`src/design/mem_map_pkg.sv`:
```
package mem_map_pkg;

    // Data RAM depth as word-address bits
    localparam int DMEM_ADDR_BITS = 12;

    // Address bits 31:28 that select the I/O region
    localparam logic [3:0] IO_BASE = 4'h8;

    // Byte offsets of the I/O registers inside the region
    typedef enum logic [7:0] {
        IO_CYCLE      = 8'h10,
        IO_INSTRET    = 8'h14,
        IO_CNT_RESET  = 8'h18,
        IO_BR_TOTAL   = 8'h1C,
        IO_BR_CORRECT = 8'h20
    } io_reg_e;

endpackage

```
`src/design/riscv_isa_pkg.sv`:
```
package riscv_isa_pkg;

    // Major opcodes, instruction bits 6:0
    typedef enum logic [6:0] {
        OPC_LOAD   = 7'b0000011,
        OPC_STORE  = 7'b0100011,
        OPC_OP     = 7'b0110011,
        OPC_OP_IMM = 7'b0010011,
        OPC_LUI    = 7'b0110111,
        OPC_AUIPC  = 7'b0010111,
        OPC_JAL    = 7'b1101111,
        OPC_JALR   = 7'b1100111,
        OPC_BRANCH = 7'b1100011
    } opcode_e;

    // funct3 of loads and stores
    typedef enum logic [2:0] {
        SIZE_B  = 3'b000,
        SIZE_H  = 3'b001,
        SIZE_W  = 3'b010,
        SIZE_BU = 3'b100,
        SIZE_HU = 3'b101
    } mem_size_e;

    // Field positions
    localparam int OPCODE_LSB = 0;
    localparam int OPCODE_MSB = 6;
    localparam int RD_LSB     = 7;
    localparam int RD_MSB     = 11;
    localparam int FUNCT3_LSB = 12;
    localparam int FUNCT3_MSB = 14;
    localparam int RS2_LSB    = 20;
    localparam int RS2_MSB    = 24;

    // addi x0, x0, 0
    localparam logic [31:0] NOP = 32'h0000_0013;

endpackage

```
`src/design/mem_req_if.sv`:
```
interface mem_req_if;
    import mem_map_pkg::*;

    // One aligned request, shared by the RAM and the I/O block
    logic [DMEM_ADDR_BITS-1:0] word_addr;
    logic [31:0]               wdata;
    // Zero mask means a read
    logic [3:0]                wmask;
    logic                      dmem_en;
    logic                      io_en;

    // Region enables from the decoder
    modport ctrl (output dmem_en, io_en);
    // Address and lane data from the store packer
    modport packer (output word_addr, wdata, wmask);
    modport consumer (input word_addr, wdata, wmask, dmem_en, io_en);
endinterface

```
`src/design/store_pack.sv`:
```
module store_pack (
    input  logic [31:0]              rd2,
    input  logic [31:0]              wdata_fwd,
    input  logic                     fwd_sel,
    input  logic [31:0]              addr,
    input  riscv_isa_pkg::mem_size_e size,
    input  logic                     is_store,
    mem_req_if.packer                req
);
    import riscv_isa_pkg::*;
    import mem_map_pkg::*;

    logic [31:0] data;
    logic [1:0]  offset;
    logic [3:0]  lane_mask;

    // Forwarded WB value wins over the register file operand
    assign data   = fwd_sel ? wdata_fwd : rd2;
    assign offset = addr[1:0];

    // Byte address down to a RAM word index
    assign req.word_addr = addr[DMEM_ADDR_BITS+1:2];

    // Replicate into every lane, the mask picks the live one
    always_comb begin
        case (size)
            SIZE_B, SIZE_BU: begin
                req.wdata = {4{data[7:0]}};
                lane_mask = 4'b0001 << offset;
            end
            SIZE_H, SIZE_HU: begin
                req.wdata = {2{data[15:0]}};
                // Halfword sits on an even lane pair
                lane_mask = 4'b0011 << {offset[1], 1'b0};
            end
            default: begin
                req.wdata = data;
                lane_mask = 4'b1111;
            end
        endcase
    end

    // Loads and other instructions never write
    assign req.wmask = is_store ? lane_mask : 4'b0000;

endmodule

```
`src/flat_wrapper.sv`:
```
// flat-port wrapper written by rule: the top's interface ports become plain ports
module store_pack_flat import riscv_isa_pkg::*; import mem_map_pkg::*;
  (rd2, wdata_fwd, fwd_sel, addr, size, is_store, req_word_addr, req_wdata, req_wmask);
  mem_req_if req_i ();
  input  logic [31:0] rd2;
  input  logic [31:0] wdata_fwd;
  input  logic fwd_sel;
  input  logic [31:0] addr;
  input  riscv_isa_pkg::mem_size_e size;
  input  logic is_store;
  output wire logic [$bits(req_i.word_addr)-1:0] req_word_addr;
  output wire logic [$bits(req_i.wdata)-1:0] req_wdata;
  output wire logic [$bits(req_i.wmask)-1:0] req_wmask;
  assign req_word_addr = req_i.word_addr;
  assign req_wdata = req_i.wdata;
  assign req_wmask = req_i.wmask;
  store_pack u_core (.rd2(rd2), .wdata_fwd(wdata_fwd), .fwd_sel(fwd_sel), .addr(addr), .size(size), .is_store(is_store), .req(req_i));
endmodule
```
`config.mk`:
```
export PLATFORM = sky130hd
export DESIGN_NAME = store_pack_flat
export DESIGN_NICKNAME = d
export VERILOG_FILES = /design/src/design/mem_map_pkg.sv /design/src/design/riscv_isa_pkg.sv /design/src/design/mem_req_if.sv /design/src/design/store_pack.sv /design/src/flat_wrapper.sv
export SDC_FILE = /design/constraint.sdc
export NUM_CORES = 1
export LEC_CHECK = 0
export BUFFER_PORTS_ARGS = -buffer_cell sky130_fd_sc_hd__buf_4
export CAP_MARGIN = 30
export CORE_AREA = 2 2 58 60
export DETAILED_ROUTE_END_ITERATION = 10
export DIE_AREA = 0 0 60 62
export MAX_ROUTING_LAYER = met4
export PLACE_DENSITY = 0.92
export SLEW_MARGIN = 15
export SYNTH_ARGS = -nofsm -noshare
export SYNTH_HDL_FRONTEND = slang
export SYNTH_SLANG_ARGS = --single-unit
```
`constraint.sdc`:
```
create_clock -name vclk -period 1.35
set_clock_uncertainty 0.05 [all_clocks]
set_input_delay 0.2025 -clock vclk [all_inputs]
set_output_delay 0.2025 -clock vclk [all_outputs]
set_load 0.1 [all_outputs]
```
* Word level (Yosys, flattened, before mapping) *
Cells that the tools add are included.
Widths: inputs -> output; s select.

word-level totals
  flip-flop bits (word level) = 0
  bits in latches = 0
  memory bits (writable) = 0
  ROM bits = 0
  input bits = 101
  output and inout port bits = 48
  memories = 0

cells by class
  add/sub/neg operators = 0
  multipliers = 0
  divide/modulo/power cells = 0
  order comparisons = 0
  equality and inequality tests = 3
  shift-type cells = 2
  multiplexer cells = 4
  bitwise logic cells = 0
  reductions and logical operators = 3

operator list
  kind                 count
  $pmux 32 s2          1
  $mux 32              1
  $pmux 4 s2           1
  $eq 3x3->1 const B   2
  $mux 4               1
  $reduce_or 2->1      2
  $shl 1x2->4 const A  1
  $shl 2x2->4 const A  1
  $eq 3x1->1 const B   1
  $logic_not 3->1      1

* Longest topological paths before layout *
  depth after elaboration = 4
  mapped depth = 5
  mapped depth without buffers = 3

* Worst setup path before layout *
OpenSTA, ideal clock, no wires.

  path kind = input port to output port
  start point = input fwd_sel
  end point = output req_wdata[26]
  data arrival time = 3.400 ns
  path slack = -2.303 ns
  stages on the path = 5
  cell sequence = buf_6 -> buf_12 -> mux2_2 -> nor2_1 -> a221oi_1

on the way
  longest elaborated chain between the ends = 2

ends and longest elaborated chain
  element             line                source
  start: declaration  flat_wrapper.sv:7   input logic fwd_sel;
  $mux 32             store_pack.sv:18    assign data = fwd_sel ? wdata_fwd : rd2;
  $pmux 32 s2         store_pack.sv:26    case (size)
  end: declaration    flat_wrapper.sv:12  output wire logic [$bits(req_i.wdata)-1:0] req_wdata;

No other way between the ends.

* Final worst setup path *
  start point = input fwd_sel
  end point = output req_wdata[25]

The elaborated chain is that of the path after synthesis.

==> parameters.txt <==
Parameter                              Value

Timing
  Highest clock rate    651 MHz
  Min Clock Period, post-route    1.54 ns
  Max-slew violation count    0
  Final worst path period share    1.14
  RSZ-0062 raised after global routing    true
  Final setup fails    27
  Final-report hold violation count    0
  Pin slew with the least headroom to its limit    0.544 ns
  Minimum setup slack in the final design    -0.187 ns
  Worst slew margin    0.637

Place
  Minimum setup slack after placement    -0.390 ns
  Port-buffer cells    106
  Placed instance area    2090 um2
  Placer's final routability congestion estimate    0.715
  Final HPWL from detailed placement    3300 um

Logic synthesis
  Nets in the synthesized netlist    208
  Number of standard cells after synthesis    107
  YS warnings    0
  Area share of the largest cell type after synthesis    0.291
  Leading cell types by total area after synthesis    mux2i_1 (29%), buf_4 (12%), a21oi_1 (11%), mux2_2 (11%), nor2_1 (8.6%)
  Area of the mapped netlist    825 um2
  Proportion of synthesized chip area in sequential cells    0
  Cell type with the highest aggregate area in the netlist    mux2i_1
  Syn avg cell area    7.71 um2
  Count of distinct cell types in the synthesized netlist    17

Route
  Vias per cell    5.05
  Violation count after the first detailed-route iteration    27
  Total wire length    5370 um
  Remaining routing DRC violations    0
  First-pass iteration count of the detailed router    4
  Total vias in the final route    1298
  Routed wire per std cell    20.9 um
  Count of nets left with antenna violations after detail routing    0

Global routing
  Largest net degree at the start of global routing    23
  First-pass GRT wire length    7040 um
  Total track usage    0.265
  Initial antenna violation count    0
  Total gr overflow    0
  Number of global-route vias before repair    1401

Flow run
  Max Cap Viol    0

Power
  Part of the power in registers    0
  Switching power total    0.00118 W
  Worst vdd ir    0.485 mV
  Clock group share of total power    0
  Sw Ratio    0.619
  Comb pwr share    1.000
  Power Internal    0.000728 W
  Static leakage    1.14 nW
  Total power density per cell area    740 nW/um2

Setup path
  Startpoint kind of the worst setup timing path    primary input
  Cell class contributing the biggest share of worst-path delay    buffers and inverters
  Maximum fanout encountered on the critical timing path    8
  Ordered cell list for the critical path    buf_12, buf_12, mux2i_1, buf_4, a221oi_4, buf_12
  Setup crit end kind    output pin
  Crit path DAT    1.28 ns
  CP peak stage delay    0.32 ns
  Worst Setup Path Type    primary input to output pin
  Slowest library cell on the worst path    a221oi_4
  Crit path buf inv count    4
  Crit path top cell by count    buf_12
  Data required time at the worst endpoint    1.10 ns

Finish
  Number of clock buffers in the layout    0
  Area growth from synthesis to layout    214%
  Nets    314
  Register Area    0 um2
  Fillers    171
  Cell area after layout    2580 um2
  Share of post-route cells with drive strength above 1    0.910
  Area occupied by multi-input gates    1180 um2
  Antenna fix cells    0
  Sequential cell count    0

Outcome
  Failing checks    negative setup slack
  Status    finished, violations left

Floorplanning
  Die Height    62 um
  Initial core utilization    0.259
  Core area    3180 um2
  Full die area    3720 um2
  Std-Cell Rows    21
  Horizontal extent of the die    60 um
  Number of top-level pins    149

Min path
  Worst min-delay path category    primary input to output pin
-- through the flow --
stage          utilization  total power, W  TNS (ns)  hold WS, ns  cells
5_1_grt              0.813         0.00196     -3.31        0.355    257
4_1_cts              0.793         0.00185     -2.50        0.356    255
6_report             0.813         0.00191     -2.79        0.355    257
3_5_place_dp         0.656         0.00157     -6.69        0.356    251
2_1_floorplan            -         0.00138    -10.43        0.554    107
3_3_place_gp         0.656         0.00155     -6.17        0.356    251
-- power groups by stage --
stage / registers, W / logic [W] / clock network, W
CTS: 0 / 0.00185 / 0
global placement: 0 / 0.00155 / 0
detailed placement: 0 / 0.00157 / 0
floorplan: 0 / 0.00138 / 0
finish: 0 / 0.00191 / 0
global route: 0 / 0.00196 / 0
-- cells by family after synthesis --
group / share of synthesized area
simple gates: 0.124
mux: 0.401
buf+inv: 0.232
compound gates: 0.243
-- worst paths after layout --
check | slack, ns | startpoint | to | cells after the start
max | -0.19 | fwd_sel | req_wdata[25] | 6
min | 0.36 | addr[10] | req_word_addr[8] | 0
-- layout make-up --
cell class                 count  area share
timing repair buffer         125       0.521
tap                           46      0.0223
multi-input combinational     85       0.455
inverter                       1     0.00145
-- placed cells by master, fill, tap and decap left out, drive strengths merged --
cell type and instances:
nand2b 1, nor2b 3, or2 2, inv 1
buf 125, a21oi 18, mux2 8, o21a 2
a221oi 8, mux2i 24, nor2 19
-- per-layer routing --
metal | routed length [um] | vias up | track usage
met5 | 0 | - | -
met4 | 63 | 0 | 0.0540
met3 | 417 | 9 | 0.0580
met2 | 2960 | 79 | 0.508
met1 | 1930 | 619 | 0.278
li1 | - | 591 | -
-- synthesized netlist by cell type, drive strengths merged --
| cell type | count |
|---|---|
| a21oi | 18 |
| o21a | 2 |
| buf | 19 |
| nor2b | 3 |
| mux2 | 8 |
| mux2i | 24 |
| nand2b | 1 |
| a221oi | 8 |
| inv | 1 |
| clkbuf | 3 |
| nor2 | 19 |
| or2 | 1 |
-- repair_timing --
| item | in CTS | in global routing |
|---|---|---|
| resized for setup | 96 | 13 |
| pin swaps | 6 | 4 |
| gates cloned | 2 | 0 |
| endpoints found under the hold margin | 0 | 0 |
| hold buffers | 0 | 0 |
| endpoints found under the setup margin | 28 | 31 |
| setup buffers | 2 | 3 |
No activity file was read; power rests on OpenSTA's default activity.
