--- src/design/riscv_isa_pkg.sv ---
package riscv_isa_pkg;

    // Major opcodes, instruction bits 6:0
    typedef enum logic [6:0] {
        OPC_LOAD   = 7'b0000011,
        OPC_STORE  = 7'b0100011,
        OPC_OP     = 7'b0110011,
        OPC_OP_IMM = 7'b0010011,
        OPC_LUI    = 7'b0110111,
        OPC_AUIPC  = 7'b0010111,
        OPC_JAL    = 7'b1101111,
        OPC_JALR   = 7'b1100111,
        OPC_BRANCH = 7'b1100011
    } opcode_e;

    // funct3 of loads and stores
    typedef enum logic [2:0] {
        SIZE_B  = 3'b000,
        SIZE_H  = 3'b001,
        SIZE_W  = 3'b010,
        SIZE_BU = 3'b100,
        SIZE_HU = 3'b101
    } mem_size_e;

    // Field positions
    localparam int OPCODE_LSB = 0;
    localparam int OPCODE_MSB = 6;
    localparam int RD_LSB     = 7;
    localparam int RD_MSB     = 11;
    localparam int FUNCT3_LSB = 12;
    localparam int FUNCT3_MSB = 14;
    localparam int RS2_LSB    = 20;
    localparam int RS2_MSB    = 24;

    // addi x0, x0, 0
    localparam logic [31:0] NOP = 32'h0000_0013;

endpackage

--- src/design/load_unit.sv ---
module load_unit (
    input  logic [31:0] wb_inst,
    input  logic [31:0] wb_alu,
    input  logic        io_sel,
    input  logic [31:0] dmem_rdata,
    input  logic [31:0] io_rdata,
    output logic [31:0] load_data
);
    import riscv_isa_pkg::*;

    opcode_e     wb_opcode;
    mem_size_e   wb_size;
    logic [31:0] word;
    logic [31:0] shifted;

    assign wb_opcode = opcode_e'(wb_inst[OPCODE_MSB:OPCODE_LSB]);
    assign wb_size   = mem_size_e'(wb_inst[FUNCT3_MSB:FUNCT3_LSB]);

    // Region chosen one cycle ago
    assign word = io_sel ? io_rdata : dmem_rdata;

    // Addressed byte or halfword down to bit 0
    assign shifted = word >> {wb_alu[1:0], 3'b000};

    always_comb begin
        if (wb_opcode != OPC_LOAD) begin
            // Non-loads give nothing
            load_data = '0;
        end else begin
            case (wb_size)
                SIZE_B:  load_data = {{24{shifted[7]}}, shifted[7:0]};
                SIZE_H:  load_data = {{16{shifted[15]}}, shifted[15:0]};
                SIZE_BU: load_data = {24'd0, shifted[7:0]};
                SIZE_HU: load_data = {16'd0, shifted[15:0]};
                // Word loads are aligned, no shift left
                default: load_data = word;
            endcase
        end
    end

endmodule

--- config.mk ---
export PLATFORM = sky130hd
export DESIGN_NAME = load_unit
export DESIGN_NICKNAME = d
export VERILOG_FILES = /design/src/design/riscv_isa_pkg.sv /design/src/design/load_unit.sv
export SDC_FILE = /design/constraint.sdc
export NUM_CORES = 1
export LEC_CHECK = 0
export ABC_AREA = 1
export BUFFER_PORTS_ARGS = -buffer_cell sky130_fd_sc_hd__buf_4
export CAP_MARGIN = 0
export CORE_MARGIN = 2
export CORE_UTILIZATION = 37
export DETAILED_ROUTE_END_ITERATION = 6
export GPL_ROUTABILITY_DRIVEN = 0
export PLACE_DENSITY = 0.9
export RECOVER_POWER = 100
export SETUP_SLACK_MARGIN = 0.3
export SLEW_MARGIN = 20
export SYNTH_ARGS = -nofsm -noshare
export SYNTH_HDL_FRONTEND = slang
export SYNTH_SLANG_ARGS = --single-unit
--- constraint.sdc ---
create_clock -name vclk -period 1.42
set_clock_uncertainty 0.2 [all_clocks]
set_input_delay 0.071 -clock vclk [all_inputs]
set_output_delay 0.071 -clock vclk [all_outputs]
set_load 0.005 [all_outputs]
# Yosys cells after proc, flatten, opt, wreduce, memory -nomap -nowiden
# Cells that the tools add are included.
[word_totals]
register_bits = 0
inputBits = 129
output_inout_bits = 32
elab_cells = 9
[op_classes]
eq_ne = 4
shifts = 1
mux = 3
n_reduce_logical = 1
[op_table]
columns = ["operator", "count"]
rows = [
  ["32-bit one-hot mux with 4 select lines", 1],
  ["32-bit two-way mux", 2],
  ["32-bit by 5-bit right shift with 16-bit output", 1],
  ["7-bit by 2-bit != test with 1-bit output (second input constant)", 1],
  ["3-bit equality test (second input constant)", 2],
  ["3-bit by 1-bit equality test with 1-bit output (second input constant)", 1],
  ["3-bit zero test", 1],
]

# Longest topological paths before layout
[depth]
word_depth = 4
ltp_mapped = 13
depth_no_buf = 11

# Worst setup path after synthesis
# OpenSTA, ideal clock, no wires.
[synth_path]
path_type = "input-to-output"
start = "input io_sel"
end = "output load_data[21]"
arrival_ns = 1.009
t_required_ns = 1.149
setup_slack_ns = 0.140
cell_stages = 12
n_path_buf = 3
cell_sequence = "buf_6 -> inv_2 -> buf_6 -> nand2_2 -> nand3_1 -> nand3_1 -> nand2_2 -> nand2_4 -> buf_6 -> nand3_2 -> nand2_1 -> inv_1"
[synth_between]
elab_chain_cells = 4
[synth_lines]
columns = ["element", "line", "rtl"]
rows = [
  ["start, declared", "load_unit.sv:4", "input logic io_sel,"],
  ["32-bit two-way mux *", "load_unit.sv:20", "assign word = io_sel ? io_rdata : dmem_rdata;"],
  ["32-bit by 5-bit right shift with 16-bit output", "load_unit.sv:23", "assign shifted = word >> {wb_alu[1:0], 3'b000};"],
  ["32-bit one-hot mux with 4 select lines *", "load_unit.sv:30", "case (wb_size)"],
  ["32-bit two-way mux *", "load_unit.sv:26", "if (wb_opcode != OPC_LOAD) begin"],
  ["end, declared", "load_unit.sv:7", "output logic [31:0] load_data"],
]
# Every way passes the cells marked *; elsewhere a longest branch is shown, timed or not.

# Worst setup path in the final report
[layout_path]
start = "input wb_alu[1]"
end = "output load_data[28]"
[layout_between]
elab_chain_cells = 3
[layout_lines]
columns = ["element", "line", "rtl"]
rows = [
  ["start, declared", "load_unit.sv:3", "input logic [31:0] wb_alu,"],
  ["32-bit by 5-bit right shift with 16-bit output", "load_unit.sv:23", ""],
  ["32-bit one-hot mux with 4 select lines", "load_unit.sv:30", ""],
  ["32-bit two-way mux", "load_unit.sv:26", ""],
]
# No other way between the ends.

==> results.txt <==
In this run the power density over the cells is 235 nW/µm². Registers take 0 µm². Headroom to the max-slew limit came out at 75.6%.

Traced cell by cell, the critical path runs through buf_4, inv_2, nor2_4, nand2_1, nand2_1, inv_2, nand2_4, nand2_8, buf_12, nand3_2, nand2_1, inv_1, buf_6. The flow ran to the end, but the final reports show violations. The post-synthesis instance area came out at 1520 µm². The number of nets still failing antenna checks after routing is 0. The most numerous cell type found on the critical path is sky130_fd_sc_hd__nand2_1. The worst-case setup slack after placement is -0.102 ns. The core region area is 3970 µm². The number of maximum-capacitance violations came out at 0.

The worst setup path is captured at an output pin. The y dimension of the die came out at 68.0 µm. The mean instance size in the synthesized netlist is 4.61 µm². The routed length per instance is between 10 and 15 µm.

After detailed routing, the number of vias per cell comes to about 5.0. The top fanout value on the critical path came out at 7. Summing the sequential cell areas from Yosys gives 0% of the chip area.

The setup-violating endpoint count in the final report came out at 24. The count of yosys warnings during synthesis is 0. The cell type group with the largest total delay on the critical path is buffers and inverters. The number of hold-slack violations in the final timing report was 0. The cell leakage power is ~1.8 nW. The global-route usage over all layers came out at roughly 26%. The buffering stage count on the worst path with inverters included came out at 6. The area of the die is 4630 µm². The number of distinct library cell variants in the gate-level netlist after synthesis came out at 24. The maximum VDD drop came out at 116 µV. The checks that failed: setup timing. Summed over all layers, the global routing overflow is 0. At the worst endpoint, the arrival time is 1.19 ns. From left edge to right edge, the die measures 68.0 µm. The proportion of layout cells with a drive suffix above 1 came out at 46.3%. The number of iterations in the first detailed-routing pass is 4.

The required arrival time at the worst endpoint is ~1.2 ns. The HPWL after detailed placement is around 4400 µm. The number of antenna violations at the first check in global routing came out at 0. The routed layout has 2467 vias.

The number of instances in the synthesized netlist is roughly 330. The final period utilization is 103%. The number of core rows is 23. The first global-routing pass estimated 9650 µm of wire.

The final-report max-slew violation count was 0. The fmax is 683 MHz. The critical path class is primary input to output pin.

The startpoint type of the worst setup path is a primary input. The net count of the finished layout came out at 576. At the pin with the least slew margin, the transition time is ~0.36 ns. In the post-route analysis, the smallest setup slack over all paths is -0.0437 ns.

The initial core utilization came out at 38.2%. The classification of the worst-slack hold path is primary input to output pin. 161 I/O pins were placed. The number of antenna diodes in the final layout is 0. The number of sequential cells in the layout is 0. The area growth from synthesis to layout is 89.7%. The number of nets produced by synthesis came out at around 460.

The final wirelength is 6310 µm. The first routing iteration left 107 violations. The number of fill cells is 332.

The total power is 0.676 mW. After layout, the minimum clock period comes to 1.46 ns. Setup repair after global routing could not meet its margin everywhere.

The cell with the largest stage delay on the worst path is sky130_fd_sc_hd__buf_12. The count of buffers inserted at the top-level ports is about 110. The clock buffers instantiated in the layout total 0. The worst stage delay on the critical path came out at 0.17 ns. The maximum number of pins on one net before global-route repair is 33. After detailed routing, the number of remaining DRC violations is 0.

The via count of the first global-routing pass came out at about 2300.
-- synthesized netlist by cell type, types with 2 or more instances --
cell type	count	area, µm²
sky130_fd_sc_hd__inv_1	32	120
sky130_fd_sc_hd__o21ai_0	7	35.0
sky130_fd_sc_hd__clkbuf_1	7	26.3
sky130_fd_sc_hd__buf_4	3	22.5
sky130_fd_sc_hd__nand2_1	185	694
sky130_fd_sc_hd__a21oi_1	5	25.0
sky130_fd_sc_hd__nand3_2	14	140
sky130_fd_sc_hd__a31oi_1	7	43.8
sky130_fd_sc_hd__nor2_4	2	22.5
sky130_fd_sc_hd__or2_2	3	18.8
sky130_fd_sc_hd__inv_2	4	15.0
sky130_fd_sc_hd__a21o_1	4	30.0
sky130_fd_sc_hd__nand3_1	27	135
sky130_fd_sc_hd__nor3_1	2	10.0
sky130_fd_sc_hd__nand2_2	3	18.8
sky130_fd_sc_hd__nor2_1	5	18.8
sky130_fd_sc_hd__o221ai_1	3	26.3
sky130_fd_sc_hd__buf_6	4	45.0
sky130_fd_sc_hd__buf_2	7	35.0
-- where the power goes --
part	internal (mW)	total, mW	switching, mW
combinational	0.338	0.676	0.339
clock	0	0	0
sequential	0	0	0
total	0.338	0.676	0.339
-- worst paths after layout --
| path | from | end | slack [ns] | cells after the start |
|---|---|---|---|---|
| hold / removal | dmem_rdata[4] | load_data[4] | 0.39 | 4 |
| setup / recovery | wb_alu[1] | load_data[28] | -0.04 | 13 |
-- repair_timing --
item | CTS | global route
hold buffers | 0 | 0
endpoints found under the setup margin | 32 | 32
gates resized for setup | 47 | 32
gates cloned | 2 | 1
hold endpoints to repair | 0 | 0
pin swaps | 5 | 4
buffers inserted | 3 | 1
-- cell usage in the layout (no fill, tap or decap) --
cell                        count
sky130_fd_sc_hd__nand2_1      170
sky130_fd_sc_hd__buf_4        100
sky130_fd_sc_hd__buf_6         29
sky130_fd_sc_hd__nand3_2       26
sky130_fd_sc_hd__inv_1         22
sky130_fd_sc_hd__nand3_1       15
sky130_fd_sc_hd__nand2_2       13
sky130_fd_sc_hd__inv_2         13
sky130_fd_sc_hd__a31oi_1        7
sky130_fd_sc_hd__nand2_4        5
sky130_fd_sc_hd__nor2_1         5
sky130_fd_sc_hd__o21ai_0        5
sky130_fd_sc_hd__buf_12         5
sky130_fd_sc_hd__a21o_1         4
sky130_fd_sc_hd__o21ai_1        3
sky130_fd_sc_hd__a21oi_1        3
sky130_fd_sc_hd__or2_2          3
sky130_fd_sc_hd__o221ai_1       3
sky130_fd_sc_hd__nor2_4         2
sky130_fd_sc_hd__nor3_2         2
sky130_fd_sc_hd__a21oi_2        2
sky130_fd_sc_hd__buf_16         2
sky130_fd_sc_hd__clkinv_8       1
sky130_fd_sc_hd__nand2_8        1
sky130_fd_sc_hd__nand4_1        1
sky130_fd_sc_hd__inv_8          1
sky130_fd_sc_hd__o211ai_1       1
sky130_fd_sc_hd__clkbuf_16      1
-- metrics by stage --
| stage | hold WS [ns] | cells | util [%] | area, µm² | TNS, ns |
|---|---|---|---|---|---|
| after floorplan | 0.165 | 329 | - | 1590 | 0 |
| after global placement | 0.363 | 488 | 63.7 | 2530 | -1.16 |
| after detailed placement | 0.372 | 488 | 63.7 | 2530 | -1.91 |
| after CTS | 0.386 | 493 | 69.8 | 2770 | -0.0310 |
| after global routing | 0.407 | 495 | 72.4 | 2880 | -2.20 |
| final | 0.392 | 495 | 72.4 | 2880 | -0.584 |
-- area by class of cell --
class | count | area [µm²] | area share, %
multi-input combinational | 271 | 1400 | 48.6
tap | 50 | 62.6 | 2.17
inverter | 37 | 159 | 5.52
timing repair buffer | 137 | 1260 | 43.7
-- logic make-up after synthesis --
kind of cell / share of synthesized area, %
buffers and inverters: 17.7
and+or+nand+nor: 71.0
AOI/OAI and AO/OA: 11.4
-- routing by layer --
| metal | global-route usage (%) | routed length, µm |
|---|---|---|
| met5 | 0 | 0 |
| met4 | 4.00 | 69 |
| met3 | 4.11 | 541 |
| met2 | 49.3 | 3140 |
| met1 | 30.7 | 2560 |
(Power assumes the default switching activity.)
