### src/design/mem_map_pkg.sv
package mem_map_pkg;

    // Data RAM depth as word-address bits
    localparam int DMEM_ADDR_BITS = 12;

    // Address bits 31:28 that select the I/O region
    localparam logic [3:0] IO_BASE = 4'h8;

    // Byte offsets of the I/O registers inside the region
    typedef enum logic [7:0] {
        IO_CYCLE      = 8'h10,
        IO_INSTRET    = 8'h14,
        IO_CNT_RESET  = 8'h18,
        IO_BR_TOTAL   = 8'h1C,
        IO_BR_CORRECT = 8'h20
    } io_reg_e;

endpackage

### src/design/riscv_isa_pkg.sv
package riscv_isa_pkg;

    // Major opcodes, instruction bits 6:0
    typedef enum logic [6:0] {
        OPC_LOAD   = 7'b0000011,
        OPC_STORE  = 7'b0100011,
        OPC_OP     = 7'b0110011,
        OPC_OP_IMM = 7'b0010011,
        OPC_LUI    = 7'b0110111,
        OPC_AUIPC  = 7'b0010111,
        OPC_JAL    = 7'b1101111,
        OPC_JALR   = 7'b1100111,
        OPC_BRANCH = 7'b1100011
    } opcode_e;

    // funct3 of loads and stores
    typedef enum logic [2:0] {
        SIZE_B  = 3'b000,
        SIZE_H  = 3'b001,
        SIZE_W  = 3'b010,
        SIZE_BU = 3'b100,
        SIZE_HU = 3'b101
    } mem_size_e;

    // Field positions
    localparam int OPCODE_LSB = 0;
    localparam int OPCODE_MSB = 6;
    localparam int RD_LSB     = 7;
    localparam int RD_MSB     = 11;
    localparam int FUNCT3_LSB = 12;
    localparam int FUNCT3_MSB = 14;
    localparam int RS2_LSB    = 20;
    localparam int RS2_MSB    = 24;

    // addi x0, x0, 0
    localparam logic [31:0] NOP = 32'h0000_0013;

endpackage

### src/design/mem_req_if.sv
interface mem_req_if;
    import mem_map_pkg::*;

    // One aligned request, shared by the RAM and the I/O block
    logic [DMEM_ADDR_BITS-1:0] word_addr;
    logic [31:0]               wdata;
    // Zero mask means a read
    logic [3:0]                wmask;
    logic                      dmem_en;
    logic                      io_en;

    // Region enables from the decoder
    modport ctrl (output dmem_en, io_en);
    // Address and lane data from the store packer
    modport packer (output word_addr, wdata, wmask);
    modport consumer (input word_addr, wdata, wmask, dmem_en, io_en);
endinterface

### src/design/mem_control.sv
module mem_control (
    input  logic                      clk,
    input  logic                      rst_n,
    input  logic [31:0]               inst,
    input  logic [31:0]               wb_inst,
    input  logic [31:0]               addr,
    mem_req_if.ctrl                   req,
    output logic                      fwd_sel,
    output riscv_isa_pkg::mem_size_e  size,
    output logic                      is_branch,
    output logic                      wb_io_sel
);
    import riscv_isa_pkg::*;
    import mem_map_pkg::*;

    opcode_e    opcode;
    opcode_e    wb_opcode;
    logic       is_load;
    logic       is_store;
    logic       is_io;
    logic       wb_writes_rd;
    logic [4:0] wb_rd;
    logic [4:0] rs2;

    // Field extraction for MEM and WB instructions
    assign opcode    = opcode_e'(inst[OPCODE_MSB:OPCODE_LSB]);
    assign wb_opcode = opcode_e'(wb_inst[OPCODE_MSB:OPCODE_LSB]);
    assign size      = mem_size_e'(inst[FUNCT3_MSB:FUNCT3_LSB]);
    assign rs2       = inst[RS2_MSB:RS2_LSB];
    assign wb_rd     = wb_inst[RD_MSB:RD_LSB];

    assign is_load   = (opcode == OPC_LOAD);
    assign is_store  = (opcode == OPC_STORE);
    assign is_branch = (opcode == OPC_BRANCH);

    // Top nibble picks the region
    assign is_io = (addr[31:28] == IO_BASE);

    // Exactly one side sees a load or store
    assign req.dmem_en = (is_load || is_store) && !is_io;
    assign req.io_en   = (is_load || is_store) && is_io;

    // Instructions in WB that write back to rd
    always_comb begin
        case (wb_opcode)
            OPC_LOAD, OPC_OP, OPC_OP_IMM, OPC_LUI,
            OPC_AUIPC, OPC_JAL, OPC_JALR: wb_writes_rd = 1'b1;
            default:                      wb_writes_rd = 1'b0;
        endcase
    end

    // Store operand comes from WB on an rs2 hazard, x0 never forwards
    assign fwd_sel = is_store && wb_writes_rd && (wb_rd != 5'd0) && (wb_rd == rs2);

    // WB-side word select follows the read by one cycle
    always_ff @(posedge clk or negedge rst_n) begin
        if (!rst_n) begin
            wb_io_sel <= 1'b0;
        end else begin
            wb_io_sel <= is_load && is_io;
        end
    end

endmodule

### src/flat_wrapper.sv
// flat-port wrapper written by rule: the top's interface ports become plain ports
module mem_control_flat import riscv_isa_pkg::*; import mem_map_pkg::*;
  (clk, rst_n, inst, wb_inst, addr, fwd_sel, size, is_branch, wb_io_sel, req_dmem_en, req_io_en);
  mem_req_if req_i ();
  input  logic clk;
  input  logic rst_n;
  input  logic [31:0] inst;
  input  logic [31:0] wb_inst;
  input  logic [31:0] addr;
  output logic fwd_sel;
  output riscv_isa_pkg::mem_size_e size;
  output logic is_branch;
  output logic wb_io_sel;
  output wire logic [$bits(req_i.dmem_en)-1:0] req_dmem_en;
  output wire logic [$bits(req_i.io_en)-1:0] req_io_en;
  assign req_dmem_en = req_i.dmem_en;
  assign req_io_en = req_i.io_en;
  mem_control u_core (.clk(clk), .rst_n(rst_n), .inst(inst), .wb_inst(wb_inst), .addr(addr), .req(req_i), .fwd_sel(fwd_sel), .size(size), .is_branch(is_branch), .wb_io_sel(wb_io_sel));
endmodule
### config.mk
export PLATFORM = sky130hd
export DESIGN_NAME = mem_control_flat
export DESIGN_NICKNAME = d
export VERILOG_FILES = /design/src/design/mem_map_pkg.sv /design/src/design/riscv_isa_pkg.sv /design/src/design/mem_req_if.sv /design/src/design/mem_control.sv /design/src/flat_wrapper.sv
export SDC_FILE = /design/constraint.sdc
export NUM_CORES = 1
export LEC_CHECK = 0
export CAP_MARGIN = 20
export CELL_PAD_IN_SITES_DETAIL_PLACEMENT = 0
export CELL_PAD_IN_SITES_GLOBAL_PLACEMENT = 1
export CORE_AREA = 5 5 42 44
export CTS_CLUSTER_DIAMETER = 40
export DETAILED_ROUTE_END_ITERATION = 10
export DIE_AREA = 0 0 47 49
export DONT_BUFFER_PORTS = 1
export MAX_ROUTING_LAYER = met4
export PLACE_DENSITY_LB_ADDON = 0.1
export SYNTH_ARGS = -nofsm -noshare
export SYNTH_HDL_FRONTEND = slang
export SYNTH_SLANG_ARGS = --single-unit
### constraint.sdc
create_clock -name clk -period 0.85 [get_ports clk]
set_input_delay 0.0425 -clock clk [delete_from_list [all_inputs] [get_ports clk]]
set_output_delay 0.0425 -clock clk [all_outputs]
set_load 0.02 [all_outputs]
Word level (Yosys, flattened, before mapping):

Cells that the tools add are included.

* memories: 0
* memory bits (writable): 0
* output and inout bits: 8
* bits in latches: 0
* memory bits (read-only): 0
* bits of input ports: 98
* register bits after elaboration: 1
* logic and storage cells: 24

* bitwise operators: 0
* $add $sub $neg: 0
* div/mod/pow operators: 0
* multiply operators: 0
* equality and inequality tests: 12
* reduce and logical (&&, ||, !) cells: 10
* mux-type cells: 1
* shift-type cells: 0
* order comparisons: 0

Operators by type and width (number)
* $eq 7x6->1 const B: 3
* $eq 7x7->1 const B: 3
* $eq 7x2->1 const B: 2
* $eq 7x5->1 const B: 2
* $reduce_or 7->1: 1
* $logic_and 1x1->1: 6
* $eq 5x5->1: 1
* $reduce_bool 5->1: 1
* $eq 4x4->1 const B: 1
* $logic_not 1->1: 1
* $logic_or 1x1->1: 1
* $mux 1: 1

Longest topological paths before layout:

* depth after elaboration: 6
* depth in mapped cells: 4
* gate-level depth less buffers: 4

Worst setup path before layout:

No wires, ideal clock.

* path type: input to output
* start point: input port inst[4]
* end point: output port fwd_sel
* arrival: 0.988 ns
* path buffers: 0
* data required time: 0.808 ns
* setup slack: -0.181 ns
* stages on the path: 3
* cells stage by stage: nor4_1 -> nand2b_1 -> a2111oi_2

* longest elaborated chain between the ends: 4

RTL lines
* from (decl): line flat_wrapper.sv:7 `input logic [31:0] inst;`
* $eq 7x6->1: line mem_control.sv:33 `assign is_store = (opcode == OPC_STORE);`
* $logic_and 1x1->1 (3 in a row): line mem_control.sv:53 `assign fwd_sel = is_store && wb_writes_rd && (wb_rd != 5'd0) && (wb_rd == rs2);`
* to (decl): line flat_wrapper.sv:10 `output logic fwd_sel;`

Every way passes these cells.

Final worst setup path:

* start point: input port wb_inst[11]
* end point: output port fwd_sel

* longest elaborated chain between the ends: 3
* elaborated cells on any way between the ends: 4
* classes of those cells: 1 x eq/ne; 3 x reduce/logical

RTL lines
* from (decl): line flat_wrapper.sv:8 `input logic [31:0] wb_inst;`
* $reduce_bool 5->1: line mem_control.sv:53
* $logic_and 1x1->1: line mem_control.sv:53
* $logic_and 1x1->1 (*): line mem_control.sv:53

Mark *: on every way between the ends. The rest lies on a longest branch, timed or not.

==> metrics.txt <==
# TYPE chip_impl_metric gauge
chip_impl_metric{name="synthDistinctLibCells",unit=""} 20
chip_impl_metric{name="p_leak",unit="uW"} 0.0000949
chip_impl_metric{name="layout-drive-gt1-share",unit="%"} 46.4
chip_impl_metric{name="sequential_cell_area",unit="um^2"} 25.0
chip_impl_metric{name="critical_path.n_buffers_inverters",unit=""} 1
chip_impl_metric{name="worstMarginPinSlew",unit="ns"} 0.317
chip_impl_metric{name="synthDominantCellAreaShare",unit="%"} 16.2
chip_impl_metric{name="final.fill_count",unit=""} 158
chip_impl_metric{name="fp.dieH",unit="um"} 49
chip_impl_metric{name="port_buffers",unit=""} 0
chip_impl_info{name="cp_slowest_cell",value="sky130_fd_sc_hd__or4_4"} 1
chip_impl_info{name="path_delay_family",value="simple AND/OR/NAND/NOR gates"} 1
chip_impl_metric{name="final.hold.worst_slack",unit="ns"} 0.0850
chip_impl_metric{name="cts_setup_buffers",unit=""} 0
chip_impl_info{name="crit_chain",value="or4_4 > o21ai_4 > a2111oi_4 > buf_4"} 1
chip_impl_metric{name="drt_iter0_markers",unit=""} 1
chip_impl_info{name="status",value="finished, violations left"} 1
chip_impl_metric{name="max_transition_viols_final",unit=""} 0
chip_impl_metric{name="m1WireLength",unit="um"} 195
chip_impl_metric{name="number_of_placed_i_o_pins",unit=""} 106
chip_impl_metric{name="net_count_of_the_mapped_netlist",unit=""} 125
chip_impl_metric{name="slowest_delay",unit="ns"} 0.53
chip_impl_info{name="most_common_cell_after_layout_fill_and_taps_aside",value="sky130_fd_sc_hd__xnor2_1"} 1
chip_impl_metric{name="worst_slack",unit="ns"} -0.164
chip_impl_info{name="rsz_0062_raised_after_global_routing",value="yes"} 1
chip_impl_metric{name="fp.dieW",unit="um"} 47
chip_impl_metric{name="hold_viol_final",unit=""} 0
chip_impl_info{name="synth.area.top_cells",value="sky130_fd_sc_hd__xnor2_1 16%, sky130_fd_sc_hd__dfrtp_1 12%, sky130_fd_sc_hd__buf_4 10%"} 1
chip_impl_info{name="timing.critical_path.to_type",value="primary output"} 1
chip_impl_metric{name="grt_pass1_vias",unit=""} 217
chip_impl_metric{name="period_needed",unit="ns"} 1.01
chip_impl_metric{name="grt_max_degree",unit=""} 5
chip_impl_info{name="violations",value="negative setup slack"} 1
chip_impl_metric{name="detailedPlacementHpwl",unit="um"} 671
chip_impl_metric{name="syn_area_per_cell",unit="um^2"} 8.02
chip_impl_info{name="critPathKind",value="in -> out"} 1
chip_impl_info{name="largestRegisters",value="u_core.wb_io_sel (1)"} 1
chip_impl_metric{name="grt_remaining_overflow",unit=""} 0
chip_impl_metric{name="critical_path_required",unit="ns"} 0.81
chip_impl_info{name="layout.cells.most_common_list",value="4 x sky130_fd_sc_hd__xnor2_1, 2 x sky130_fd_sc_hd__nor2_1, 2 x sky130_fd_sc_hd__buf_6"} 1
chip_impl_metric{name="gp_congestion",unit=""} 0.660
chip_impl_metric{name="route.final.wire_length",unit="um"} 712
chip_impl_info{name="cell_taking_the_most_area_after_synthesis",value="sky130_fd_sc_hd__xnor2_1"} 1
chip_impl_metric{name="met2RoutedLength",unit="um"} 373
chip_impl_info{name="regMostFlops",value="u_core.wb_io_sel"} 1
chip_impl_metric{name="antenna_cells_inserted",unit=""} 0
chip_impl_metric{name="power.ir.vdd_worst",unit="mV"} 0.0917
chip_impl_metric{name="routed_via_density",unit=""} 5.02
chip_impl_metric{name="post_synth_instance_area",unit="um^2"} 216
chip_impl_metric{name="largest_register_ff_count",unit=""} 1
chip_impl_metric{name="final.period_utilization",unit="%"} 119
chip_impl_metric{name="max_clock_freq",unit="MHz"} 986
chip_impl_metric{name="ys_ff_latch",unit=""} 1
chip_impl_metric{name="gr-usage-all-layers",unit="%"} 5.83
chip_impl_metric{name="cell_pwr_density",unit="nW/um^2"} 347
chip_impl_metric{name="final_net_count",unit=""} 128
chip_impl_metric{name="signed_area_change_from_the_synthesized_netlist_to_the_final_layout",unit="%"} 46.2
chip_impl_metric{name="grt_first_pass_wirelength",unit="mm"} 1.04
chip_impl_metric{name="floorplan.initialDensity",unit="%"} 15.4
chip_impl_metric{name="ys_seq_area_share",unit="%"} 11.6
chip_impl_metric{name="critical_path_arrival",unit="ns"} 0.97
chip_impl_info{name="highest-signal-layer",value="met4"} 1
chip_impl_metric{name="wire_per_inst",unit="um"} 16.2
chip_impl_metric{name="drtAntennaViolNets",unit=""} 0
chip_impl_metric{name="synth_warn",unit=""} 0
chip_impl_metric{name="multi_input_area",unit="um^2"} 231
chip_impl_metric{name="final-setup-viol-count",unit=""} 3
chip_impl_metric{name="core",unit="um^2"} 1400
chip_impl_metric{name="drt_drc_violations_left",unit=""} 0
chip_impl_info{name="startpoint_type",value="input port"} 1
chip_impl_metric{name="postSynthCellCount",unit=""} 27
chip_impl_metric{name="route.met3.wl",unit="um"} 138
chip_impl_metric{name="route.vias.total",unit=""} 221
chip_impl_metric{name="drt-pass1-iter-count",unit=""} 2
chip_impl_info{name="worstHoldPathType",value="in -> out"} 1
chip_impl_metric{name="timing.slew.headroom",unit="%"} 78.7
chip_impl_metric{name="floorplan.rows",unit=""} 14
chip_impl_metric{name="totalNegativeSetupSlack",unit="ns"} -0.258
chip_impl_metric{name="crit_path_max_fanout",unit=""} 2
chip_impl_metric{name="grt_antenna_before_repair",unit=""} 0
chip_impl_metric{name="dieArea",unit="um^2"} 2300
chip_impl_metric{name="maxCapViolations",unit=""} 0
## power breakdown
group          internal (uW)  switching [uW]
clock network              0               0
registers               48.5          0.0432
logic                   36.7            24.7
## cells by family after synthesis
kind of cell / after synthesis / synth area share, %
xor gates and xnor gates: 5 / 20.2
AOI/OAI and AO/OA: 3 / 13.3
buffers and inverters: 3 / 10.4
DFF: 1 / 11.6
and+or+nand+nor: 15 / 44.5
## what timing repair did
action                                  4_1_cts  5_1_grt
hold buffers                                  1        0
pin swaps                                     1        2
endpoints found under the setup margin        4        3
gates resized for setup                       8        2
hold endpoints to repair                      1        0
## stage by stage
step / setup WS (ns) / util, % / std cells / total power, uW / area (um^2)
floorplan: -0.0618 / - / 27 / 113 / 229
global route: -0.191 / 22.6 / 44 / 115 / 317
finish: -0.164 / 22.6 / 44 / 110 / 317
CTS: -0.175 / 21.8 / 44 / 109 / 305
detailed placement: -0.225 / 17.8 / 43 / 97.7 / 249
global placement: -0.170 / 17.8 / 43 / 96.2 / 249
## cells in the mapped netlist (all sizes together)
master / number
nor3: 1
buf: 3
nand3: 1
nor2: 4
nor2b: 1
nand2: 1
xnor2: 4
a2111oi: 1
nand2b: 1
or4: 1
or4b: 1
xor2: 1
nand4b: 1
dfrtp: 1
and3: 1
nand4: 1
nor4: 1
o21ai: 2
## metal layers
metal,vias to the layer above,GRT usage (%)
met4,0,0.461
met5,-,-
li1,99,-
met3,2,1.11
met1,102,6.96
met2,18,10.2
## final timing paths
check	from	to	slack [ns]	cells past startpoint
min in group asynchronous	rst_n	u_core.wb_io_sel$_DFF_PN0_	0.26	1
setup / recovery	wb_inst[11]	fwd_sel	-0.16	4
hold / removal	inst[13]	size[1]	0.09	0
max in group asynchronous	rst_n	u_core.wb_io_sel$_DFF_PN0_	0.49	1
## layout make-up
class	instances	share of cell area, %
Timing Repair Buffer	4	12.6
Multi-Input combinational cell	23	73.1
Tap cell	16	6.32
Sequential cell	1	7.91
Note: power is estimated with default switching activity, not from simulation.
